**src/logic/mips_pkg.sv**
```systemverilog
// word-only memories, nine instructions decode and every other encoding raises the illegal cause
package mips_pkg;

    localparam int XLEN       = 32;
    localparam int REG_ADDR_W = 5;

    localparam logic [XLEN-1:0] RESET_PC = '0;

    typedef enum logic [5:0] {
        OP_RTYPE = 6'h00,
        OP_BEQ   = 6'h04,
        OP_ADDI  = 6'h08,
        OP_LW    = 6'h23,
        OP_SW    = 6'h2b
    } opcode_t;

    typedef enum logic [5:0] {
        F_ADD = 6'h20,
        F_SUB = 6'h22,
        F_AND = 6'h24,
        F_OR  = 6'h25,
        F_SLT = 6'h2a
    } funct_t;

    typedef enum logic [2:0] {
        ALU_ADD = 3'd0,
        ALU_SUB = 3'd1,
        ALU_AND = 3'd2,
        ALU_OR  = 3'd3,
        ALU_SLT = 3'd4
    } alu_op_t;

    typedef enum logic [1:0] {
        CAUSE_NONE       = 2'd0,
        CAUSE_ILLEGAL    = 2'd1,
        CAUSE_OVERFLOW   = 2'd2,
        CAUSE_MISALIGNED = 2'd3
    } cause_t;

    typedef struct packed {
        logic    reg_write;
        logic    mem_read;
        logic    mem_write;
        logic    alu_src_imm;    // operand b is the immediate
        alu_op_t alu_op;
        logic    check_ovf;      // add, sub and addi trap on overflow
    } ctrl_t;

    // destination of the instruction in execute, for the decode interlock
    typedef struct packed {
        logic                  valid;
        logic                  reg_write;
        logic [REG_ADDR_W-1:0] dest;
    } ex_dest_t;

    typedef struct packed {
        logic                  valid;
        logic [XLEN-1:0]       pc;
        ctrl_t                 ctrl;
        logic [XLEN-1:0]       op_a;
        logic [XLEN-1:0]       op_b;          // rt or immediate, already selected
        logic [XLEN-1:0]       store_data;
        logic [REG_ADDR_W-1:0] dest;
        cause_t                cause;
    } id_ex_t;

    typedef struct packed {
        logic                  valid;
        logic [XLEN-1:0]       pc;
        ctrl_t                 ctrl;
        logic [XLEN-1:0]       alu_result;
        logic [XLEN-1:0]       store_data;
        logic [REG_ADDR_W-1:0] dest;
        cause_t                cause;
    } ex_mem_t;

    typedef struct packed {
        logic                  valid;
        logic                  reg_write;
        logic [REG_ADDR_W-1:0] dest;
        logic [XLEN-1:0]       wdata;
    } mem_wb_t;

endpackage
```
**src/logic/decode_stage.sv**
```systemverilog
// no forwarding, so decode waits until a producer reaches writeback; beq also waits on the interlock
`timescale 1ns/1ps

module decode_stage
    import mips_pkg::*;
(
    input  logic                  SYS_clk,
    input  logic                  SYS_reset,
    input  logic                  flush,
    input  logic                  fetch_valid,
    input  logic [XLEN-1:0]       fetch_pc,
    input  logic [XLEN-1:0]       fetch_instr,
    input  logic [XLEN-1:0]       rs_data,
    input  logic [XLEN-1:0]       rt_data,
    input  ex_dest_t              ex_dest,
    input  ex_mem_t               ex_mem,
    output logic [REG_ADDR_W-1:0] rs_addr,
    output logic [REG_ADDR_W-1:0] rt_addr,
    output logic                  stall,
    output logic                  branch_taken,
    output logic [XLEN-1:0]       branch_target,
    output id_ex_t                id_ex
);

    opcode_t               opcode;
    funct_t                funct;
    ctrl_t                 ctrl;
    logic                  illegal;
    logic                  uses_rt;
    logic                  is_beq;
    logic [REG_ADDR_W-1:0] dest;
    logic [XLEN-1:0]       imm;

    assign opcode  = opcode_t'(fetch_instr[31:26]);
    assign funct   = funct_t'(fetch_instr[5:0]);
    assign rs_addr = fetch_instr[25:21];
    assign rt_addr = fetch_instr[20:16];
    assign imm     = {{(XLEN-16){fetch_instr[15]}}, fetch_instr[15:0]};

    always_comb
    begin
        ctrl        = '0;
        ctrl.alu_op = ALU_ADD;      // lw, sw and addi add
        illegal     = 1'b0;
        uses_rt     = 1'b0;
        is_beq      = 1'b0;
        dest        = fetch_instr[20:16];
        case (opcode)
            OP_RTYPE:
            begin
                dest           = fetch_instr[15:11];
                uses_rt        = 1'b1;
                ctrl.reg_write = 1'b1;
                case (funct)
                    F_ADD: ctrl.check_ovf = 1'b1;
                    F_SUB:
                    begin
                        ctrl.alu_op    = ALU_SUB;
                        ctrl.check_ovf = 1'b1;
                    end
                    F_AND:   ctrl.alu_op = ALU_AND;
                    F_OR:    ctrl.alu_op = ALU_OR;
                    F_SLT:   ctrl.alu_op = ALU_SLT;
                    default: illegal = 1'b1;
                endcase
            end
            OP_ADDI:
            begin
                ctrl.reg_write   = 1'b1;
                ctrl.alu_src_imm = 1'b1;
                ctrl.check_ovf   = 1'b1;
            end
            OP_LW:
            begin
                ctrl.reg_write   = 1'b1;
                ctrl.mem_read    = 1'b1;
                ctrl.alu_src_imm = 1'b1;
            end
            OP_SW:
            begin
                uses_rt          = 1'b1;    // store data
                ctrl.mem_write   = 1'b1;
                ctrl.alu_src_imm = 1'b1;
            end
            OP_BEQ:
            begin
                uses_rt = 1'b1;
                is_beq  = 1'b1;
            end
            default: illegal = 1'b1;
        endcase
        if (illegal)
        begin
            ctrl    = '0;
            uses_rt = 1'b0;
        end
    end

    // a valid writer in execute or memory that has not reached writeback yet
    function automatic logic pending(input logic [REG_ADDR_W-1:0] addr);
        logic in_ex;
        logic in_mem;
        in_ex  = ex_dest.valid && ex_dest.reg_write && (ex_dest.dest == addr);
        in_mem = ex_mem.valid && ex_mem.ctrl.reg_write && (ex_mem.dest == addr);
        return (addr != '0) && (in_ex || in_mem);
    endfunction

    always_comb
    begin
        stall = fetch_valid && !illegal
                && (pending(rs_addr) || (uses_rt && pending(rt_addr)));
    end

    assign branch_taken  = fetch_valid && is_beq && !stall && (rs_data == rt_data);
    assign branch_target = fetch_pc + XLEN'(4) + {imm[XLEN-3:0], 2'b00};

    always_ff @(posedge SYS_clk or posedge SYS_reset)
    begin
        if (SYS_reset)
            id_ex <= '0;
        else if (flush || stall || !fetch_valid)
            id_ex <= '0;    // bubble
        else
        begin
            id_ex.valid      <= 1'b1;
            id_ex.pc         <= fetch_pc;
            id_ex.ctrl       <= ctrl;
            id_ex.op_a       <= rs_data;
            id_ex.op_b       <= ctrl.alu_src_imm ? imm : rt_data;
            id_ex.store_data <= rt_data;
            id_ex.dest       <= dest;
            id_ex.cause      <= illegal ? CAUSE_ILLEGAL : CAUSE_NONE;
        end
    end

endmodule

```
**config.mk**
```make
export PLATFORM = sky130hd
export DESIGN_NAME = decode_stage
export DESIGN_NICKNAME = d
export VERILOG_FILES = /design/src/logic/mips_pkg.sv /design/src/logic/decode_stage.sv
export SDC_FILE = /design/constraint.sdc
export NUM_CORES = 1
export LEC_CHECK = 0
export BUFFER_PORTS_ARGS = -buffer_cell sky130_fd_sc_hd__buf_2
export CAP_MARGIN = 20
export CORE_AREA = 3 3 169 171
export CTS_CLUSTER_DIAMETER = 150
export DETAILED_ROUTE_END_ITERATION = 7
export DIE_AREA = 0 0 172 174
export PLACE_DENSITY_LB_ADDON = 0.15
export SLEW_MARGIN = 30
export SYNTH_ARGS = -nofsm -noshare
export SYNTH_HDL_FRONTEND = slang
export SYNTH_SLANG_ARGS = --single-unit
```
**constraint.sdc**
```tcl
create_clock -name SYS_clk -period 4.6 [get_ports SYS_clk]
set_input_delay 0.23 -clock SYS_clk [delete_from_list [all_inputs] [get_ports SYS_clk]]
set_output_delay 0.23 -clock SYS_clk [all_outputs]
set_load 0.1 [all_outputs]
```
* Word level (Yosys, flattened, before mapping)
Cells that the tools add are included.
** Word-level totals
- Register bits :: 144
- Input port bits :: 251
- Logic and storage cells :: 78
** Operators by class
- Add/subtract/negate cells :: 2
- Equal/unequal tests :: 14
- Muxes and demuxes :: 18
- Reductions and logical operators :: 31
** Operators by type and width (count)
- 2-to-1 mux 144 bit :: 1
- equality test 6 bit (second input constant) :: 7
- adder 32 x 3 -> 32 bit (second input constant) :: 1
- adder 32 bit :: 1
- equality test 32 bit :: 1
- 2-to-1 mux 32 bit :: 1
- equality test 5 bit :: 4
- logical AND 1 bit :: 14
- one-hot mux 3 bit (4 select lines) :: 1
- 2-to-1 mux 1 bit :: 10
- nonzero test 5 bit :: 2
- OR reduction 3 bit :: 3
- 2-to-1 mux 8 bit :: 1
- equality test 6 x 3 -> 1 bit (second input constant) :: 1
- equality test 6 x 4 -> 1 bit (second input constant) :: 1
- zero test 6 bit :: 1
- logical OR 1 bit :: 5
- 2-to-1 mux 5 bit :: 1
- OR reduction 5 bit :: 1
- one-hot mux 1 bit (2 select lines) :: 2
- OR reduction 4 bit :: 1
- zero test 1 bit :: 3
- 2-to-1 mux 3 bit :: 1
- OR reduction 2 bit :: 1

* Depth between registers and ports, before layout
Gate-level depths: netlist of the first run.
- Depth in word-level cells :: 11
- Mapped depth :: 12

* Least setup slack after synthesis of the first run
No wires, ideal clock.
- Path kind :: input to output
- Start point :: in fetch_pc[3]
- End point :: out branch_target[23]
- Arrival time :: 3864 ps
- Setup slack :: 506 ps
- Cell stages on the path :: 9
- Buffers on the path :: 0
- Path through :: ha_1 ha_1 fa_1 a211o_1 a211oi_1 o311a_1 o311a_1 o21ai_0 xnor2_1
** On the way
- Longest elaborated chain between the ends :: 2
** RTL lines
- start, declared :: line decode_stage.sv:11 : input logic [XLEN-1:0] fetch_pc,
- adder 32 x 3 -> 32 bit :: line decode_stage.sv:115 : assign branch_target = fetch_pc + XLEN'(4) + {imm[XLEN-3:0], 2'b00};
- adder 32 bit :: line decode_stage.sv:115
- end, declared :: line decode_stage.sv:21 : output logic [XLEN-1:0] branch_target,
No other way between the ends.

* Worst setup path in the final report of the first run
- Start point :: in fetch_instr[1]
- End point :: out branch_target[31]
** On the way
- Longest elaborated chain between the ends :: 1
** RTL lines
- start, declared :: line decode_stage.sv:12 : input logic [XLEN-1:0] fetch_instr,
- adder 32 bit :: line decode_stage.sv:115
No other way between the ends.

==> results of run 1 <==
[cell usage in the layout, fill, tap and decap left out, types with 9 or more instances in the layout]
cell	synthesis	routed
xor2_1	28	28
clkbuf_16	0	17
a21oi_1	54	53
buf_2	2	332
and2_1	96	96
nor3_1	9	9
dfrtp_1	143	143
xnor2_1	52	52
inv_1	12	11
a21o_1	18	18
nand2_1	70	70
nor2_1	26	26
o21ai_0	11	11
nand4_1	11	11
ha_1	57	57
[kinds of logic after synthesis]
logic type / synth area share
AOI/OAI and AO/OA: 0.0942
xor gates and xnor gates: 0.0946
adders and majority gates: 0.0990
buffers and inverters: 0.0383
DFF: 0.483
muxes: 0.00811
other: 0.000506
and+or+nand+nor: 0.182
[through the flow]
| stage | hold slack (ns) | power [W] | utilization |
|---|---|---|---|
| 2_1_floorplan | 0.303 | 0.00266 | - |
| 3_3_place_gp | 0.359 | 0.00301 | 0.345 |
| 3_5_place_dp | 0.359 | 0.00300 | 0.345 |
| 4_1_cts | 0.00629 | 0.00449 | 0.368 |
| 5_1_grt | 0.0160 | 0.00462 | 0.368 |
| 6_report | 0.0257 | 0.00443 | 0.368 |
[area by class of cell]
type                            instances  area, um^2  share of cell area
Sequential cell                       143        3580               0.360
Tap cell                              341         427              0.0429
Clock buffer                           17         425              0.0428
Antenna cell                            2        5.00            0.000503
Inverter                               13        58.8             0.00591
Timing Repair Buffer                  337        1700               0.171
Clock inverter                         15         193              0.0194
Multi-Input combinational cell        512        3560               0.358
[metal layers]
| metal | routed length [um] | global-route usage | up-vias |
|---|---|---|---|
| met5 | 0 | 0 | - |
| met4 | 408 | 0.0472 | 0 |
| met3 | 2200 | 0.0550 | 19 |
| met2 | 12200 | 0.282 | 226 |
| met1 | 11200 | 0.217 | 2959 |
| li1 | - | - | 3026 |
[power groups by stage]
stage	sequential [W]	combinational (W)	clock (W)
2_1_floorplan	0.00169	0.000969	0
6_report	0.00131	0.00165	0.00146
3_3_place_gp	0.00134	0.00167	0
5_1_grt	0.00132	0.00174	0.00156
3_5_place_dp	0.00134	0.00167	0
4_1_cts	0.00131	0.00167	0.00151
[worst max-delay path, cell delays in order]
cell and delay, ns:
buf_2 0.15, ha_1 0.29, ha_1 0.23, fa_1 0.43, a211o_1 0.30, a211oi_1 0.42, o311a_1 0.30, o311a_1 0.32
nor3_1 0.10, nor4_1 0.26, xnor2_1 0.15, buf_2 0.44
[path summary, 6_finish.rpt]
kind	endpoint	slack [ns]	from	cells after the start
setup / recovery	branch_target[31]	0.73	fetch_instr[1]	12
hold / removal	id_ex[111]	0.03	fetch_pc[0]	2
max in group asynchronous	id_ex[104]	3.06	SYS_reset	4
min in group asynchronous	id_ex[24]	0.40	SYS_reset	3
==> impl_metrics.json, run 1 <==
{
  "status": "complete, no violations",
  "cts_tree": "done",
  "slew_headroom": 0.464,
  "ctsResizeCount": 0,
  "pwr-share-clk": 0.330,
  "grt-ovfl-total": 0,
  "first_iter_violations": 268,
  "stdcell_area_um2": 9950,
  "largest_reg_flops": 143,
  "p_int_w": 0.00240,
  "power_frac_seq": 0.297,
  "synth_edf_count": 0,
  "cts_buffer_depth": 2,
  "via_per_inst": 4.51,
  "vias": 6230,
  "placed_area_um2": 9310,
  "synth.top_cells.by_area": "dfrtp_1 (48%), ha_1 (9.6%), and2_1 (8.1%)",
  "io_buffers": 332,
  "cts_buffers": 17,
  "tightest_slew_ns": 0.784,
  "syn_avg_cell_area_um2": 10.5,
  "worstSetupStartpointType": "input pin",
  "total_leakage_power_nw": 5.49,
  "hold_buffers": 1,
  "wire_per_inst_um": 18.9,
  "clk_pin_slew_ns": 0.08,
  "rsz0062_at_grt": "no",
  "power_frac_comb": 0.374,
  "grt_max_degree": 99,
  "fin_ws_ns": 0.730,
  "cap_viol_max_count": 0,
  "fmax_mhz": 258,
  "dp_cells": 1345,
  "ys_warn_count": 0,
  "slew_violations": 0,
  "hold_viol": 0,
  "syn_inst": 704,
  "cts-root-buf": "clkbuf_16",
  "synth_seq_area_share": 0.483,
  "drt.antenna.violating_nets": 0,
  "clock_sinks": 143,
  "critPathRequiredTime_ns": 4.37,
  "post-route-min-period_ns": 3.87,
  "ioPinCount": 439,
  "start_util": 0.274,
  "hold_path_class": "input pin to flip-flop",
  "dieWidth_um": 172,
  "ir_drop_mv": 0.217,
  "ys_ff_latch": 143,
  "cp-end-kind": "primary output",
  "rows": 60,
  "crit_path_max_fanout": 8,
  "core-area_um2": 27000,
  "grt_pass1_vias": 6474,
  "remaining_drc_errors": 0,
  "final.setup.tns_ns": 0,
  "synth_cell_types": 53,
  "drive_gt1_frac": 0.362,
  "dieArea_um2": 29900,
  "synth_flop_cell": "dfrtp_1",
  "synth_area_leader_cell": "dfrtp_1",
  "n_fill_cell": 2802,
  "setup_viol": 0,
  "wirelength_mm": 26.0,
  "place.gp.congestion": 0.791,
  "post-route-period-util": 0.841,
  "async_flop_share": 1.00,
  "first_pass_iters": 4,
  "yosys-top-cells-count": "dfrtp_1 (143), and2_1 (96), nand2_1 (70)",
  "hpwl_mm": 20.3,
  "critPathKind": "input pin to primary output",
  "synth_top_area_frac": 0.483,
  "synth_area_um2": 7410,
  "post-place-ws_ns": 0.713,
  "instances_no_fill": 1380,
  "antenna_found_initial": 2,
  "fp.dieH_um": 174,
  "regMostFlops": "id_ex",
  "grt_pass1_wl_mm": 38.8,
  "postCtsSetupRepairBufs": 0,
  "num-nets-final": 1333,
  "arrival_ns": 3.64,
  "area_growth_pct": 34.2,
  "synthMostInstantiatedCell": "dfrtp_1",
  "switchingPower_w": 0.00202,
  "syn_nets": 1013,
  "switching_share": 0.457,
  "htreeDepth": 4,
  "p_per_area_nw_per_um2": 445,
  "reg_top3": "id_ex (143)",
  "grt.total_usage": 0.172
}
Note: power is estimated with default switching activity, not from simulation.
==> run 2: changes to the inputs <==
--- a/config.mk
+++ b/config.mk
@@ -5,6 +5,7 @@
 export SDC_FILE = /design/constraint.sdc
 export NUM_CORES = 1
 export LEC_CHECK = 0
+export ABC_AREA = 1
 export BUFFER_PORTS_ARGS = -buffer_cell sky130_fd_sc_hd__buf_2
 export CAP_MARGIN = 20
 export CORE_AREA = 3 3 169 171
==> constraint.sdc (replaced) <==
create_clock -name SYS_clk -period 3.7 [get_ports SYS_clk]
set_input_delay 0.185 -clock SYS_clk [delete_from_list [all_inputs] [get_ports SYS_clk]]
set_output_delay 0.185 -clock SYS_clk [all_outputs]
set_load 0.1 [all_outputs]
==> run 2 against run 1 <==
Non-clock buffer count up 36. Combinational power up 30%. Wire length up 14%. Sequential share of layout area down 3.7 points.
==> impl_metrics.json, run 2 <==
{
  "status": "complete, no violations",
  "drive_gt1_frac": 0.268,
  "dieWidth_um": 172,
  "post-route-period-util": 0.910,
  "total_leakage_power_nw": 6.73,
  "synth_seq_area_share": 0.433,
  "cts-root-buf": "clkbuf_16",
  "syn_inst": 1081,
  "grt_pass1_vias": 8055,
  "hpwl_mm": 24.1,
  "postCtsSetupRepairBufs": 0,
  "critPathTopFamily": "buffers and inverters",
  "critPathKind": "input pin to primary output",
  "cp_cell_sequence": "dlygate4sd3_1, buf_2, ha_1, ha_1, fa_1, nand3_1, nand2_1, nand3_1, nand2_1, a21oi_1, xnor2_1, buf_2",
  "yosys-top-cells-count": "nor2_1 (209), inv_1 (202), nand2_1 (195)",
  "wirelength_mm": 29.8,
  "synth_flop_cell": "dfrtp_1",
  "synth_area_leader_cell": "dfrtp_1",
  "ioPinCount": 439,
  "start_util": 0.306,
  "tightest_slew_ns": 0.727,
  "synth_cell_types": 36,
  "clock_sinks": 143,
  "antenna_cells": 0,
  "via_per_inst": 4.52,
  "dieArea_um2": 29900,
  "hold_path_class": "input pin to flip-flop",
  "async_flop_share": 1.00,
  "first_iter_violations": 430,
  "syn_avg_cell_area_um2": 7.64,
  "synth_area_um2": 8260,
  "reg_top3": "id_ex (143)",
  "post-route-min-period_ns": 3.37,
  "rows": 60,
  "ys_warn_count": 0,
  "synth_edf_count": 0,
  "whs_ns": 0.0179,
  "rsz0062_at_grt": "no",
  "worstSetupStartpointType": "input pin",
  "synth_top_area_frac": 0.433,
  "htreeDepth": 4,
  "hold_viol": 0,
  "slew_headroom": 0.515,
  "cts_tree": "done",
  "num-nets-final": 1747,
  "syn_nets": 1390,
  "synthMostInstantiatedCell": "nor2_1",
  "utilization": 0.410,
  "core-area_um2": 27000,
  "io_buffers": 332,
  "crit_path_max_fanout": 5,
  "arrival_ns": 3.18,
  "synth.top_cells.by_area": "dfrtp_1 (43%), nor2_1 (9.5%), inv_1 (9.2%)",
  "area_growth_pct": 34.1,
  "crit_buf_inv": 3,
  "ir_drop_mv": 0.483,
  "cp-end-kind": "primary output",
  "antenna_found_initial": 0,
  "fmax_mhz": 297,
  "vias": 8101,
  "place.gp.congestion": 0.874,
  "cts_buffers": 17,
  "layout_common_cells": "buf_2 (332), nor2_1 (209), inv_1 (201), nand2_1 (194), dfrtp_1 (143)",
  "clk_pin_slew_ns": 0.08,
  "p_per_area_nw_per_um2": 493,
  "cts_buffer_depth": 2,
  "setup_viol": 0,
  "remaining_drc_errors": 0,
  "first_pass_iters": 5,
  "grt.total_usage": 0.193,
  "fp.dieH_um": 174,
  "grt_pass1_wl_mm": 44.4,
  "final.setup.tns_ns": 0,
  "cpMaxStageDelayCell": "dlygate4sd3_1",
  "largest_reg_flops": 143,
  "drt.antenna.violating_nets": 0,
  "grt_max_degree": 81,
  "critPathRequiredTime_ns": 3.51,
  "cap_viol_max_count": 0,
  "slew_violations": 0,
  "wire_per_inst_um": 16.6,
  "grt-ovfl-total": 0,
  "cp_slowest_stage_delay_ns": 0.54,
  "final_common_cell": "buf_2",
  "ys_ff_latch": 143,
  "regMostFlops": "id_ex"
}
## run 2: cell types whose count changed after synthesis, sizes merged, moves of 18 or more
| cell | before | now |
|---|---|---|
| and2 | 96 | 0 |
| o21ai | 11 | 63 |
| xnor2 | 52 | 5 |
| nand3 | 7 | 39 |
| inv | 12 | 204 |
| nand2 | 70 | 196 |
| nor2 | 26 | 219 |
| a21oi | 54 | 30 |
| o22ai | 2 | 20 |
## run 2: final timing paths
path	start	to	slack, ns	cells past startpoint
max	fetch_pc[3]	branch_target[17]	0.33	12
min	rs_data[29]	id_ex[100]	0.02	3
max in group asynchronous	SYS_reset	id_ex[110]	2.42	5
min in group asynchronous	SYS_reset	id_ex[47]	0.32	3
## run 2: area by class of cell
| class | count | area [um^2] |
|---|---|---|
| sequential | 143 | 3580 |
| timing repair buffer | 373 | 2100 |
| clock buffer | 17 | 425 |
| fill | 2779 | 15900 |
| multi-input combinational | 699 | 3660 |
| tap | 341 | 427 |
| inverter | 204 | 769 |
| clock inverter | 14 | 123 |
## run 2: routing by layer
metal  vias to the layer above  track usage  wire length, um  share of wire
met5                         -            0                0              0
met4                         0       0.0585              691          0.023
met3                        32       0.0434             2060          0.069
met2                       286        0.334            14300           0.48
met1                      3736        0.239            12700           0.43
li1                       4047            -                -              -
## run 2: metrics by stage
stage	worst slack, ns	instance area (um^2)	cells	total power [W]
2_1_floorplan	0.473	8260	1081	0.00334
3_3_place_gp	0.687	10200	1726	0.00380
3_5_place_dp	0.707	10200	1726	0.00379
4_1_cts	0.333	11100	1790	0.00552
5_1_grt	0.102	11100	1791	0.00569
6_report	0.331	11100	1791	0.00546
## run 2: kinds of logic after synthesis
logic type               share of synthesized area
XOR/XNOR                                    0.0297
adder cells (fa/ha/maj)                     0.0888
flip-flops                                   0.433
other                                     0.000454
AO/OA/AOI/OAI                               0.0839
AND/OR/NAND/NOR                              0.239
buffers and inverters                        0.125
## run 2: report_power, final
group | leakage (nW) | switching, W | internal (W)
Sequential | 1.93 | 0.0000142 | 0.00162
Clock | 0.257 | 0.000795 | 0.000878
Combinational | 4.55 | 0.00175 | 0.000401
Total | 6.73 | 0.00256 | 0.00290
## run 2: what timing repair did
action,in CTS,in global routing
hold endpoints to repair,67,0
gates resized for setup,0,0
hold buffers,33,0
endpoints found under the setup margin,0,0
## run 2: worst min-delay path: stages
cell	delay, ns
buf_2	0.11
inv_1	0.07
nor2_1	0.04
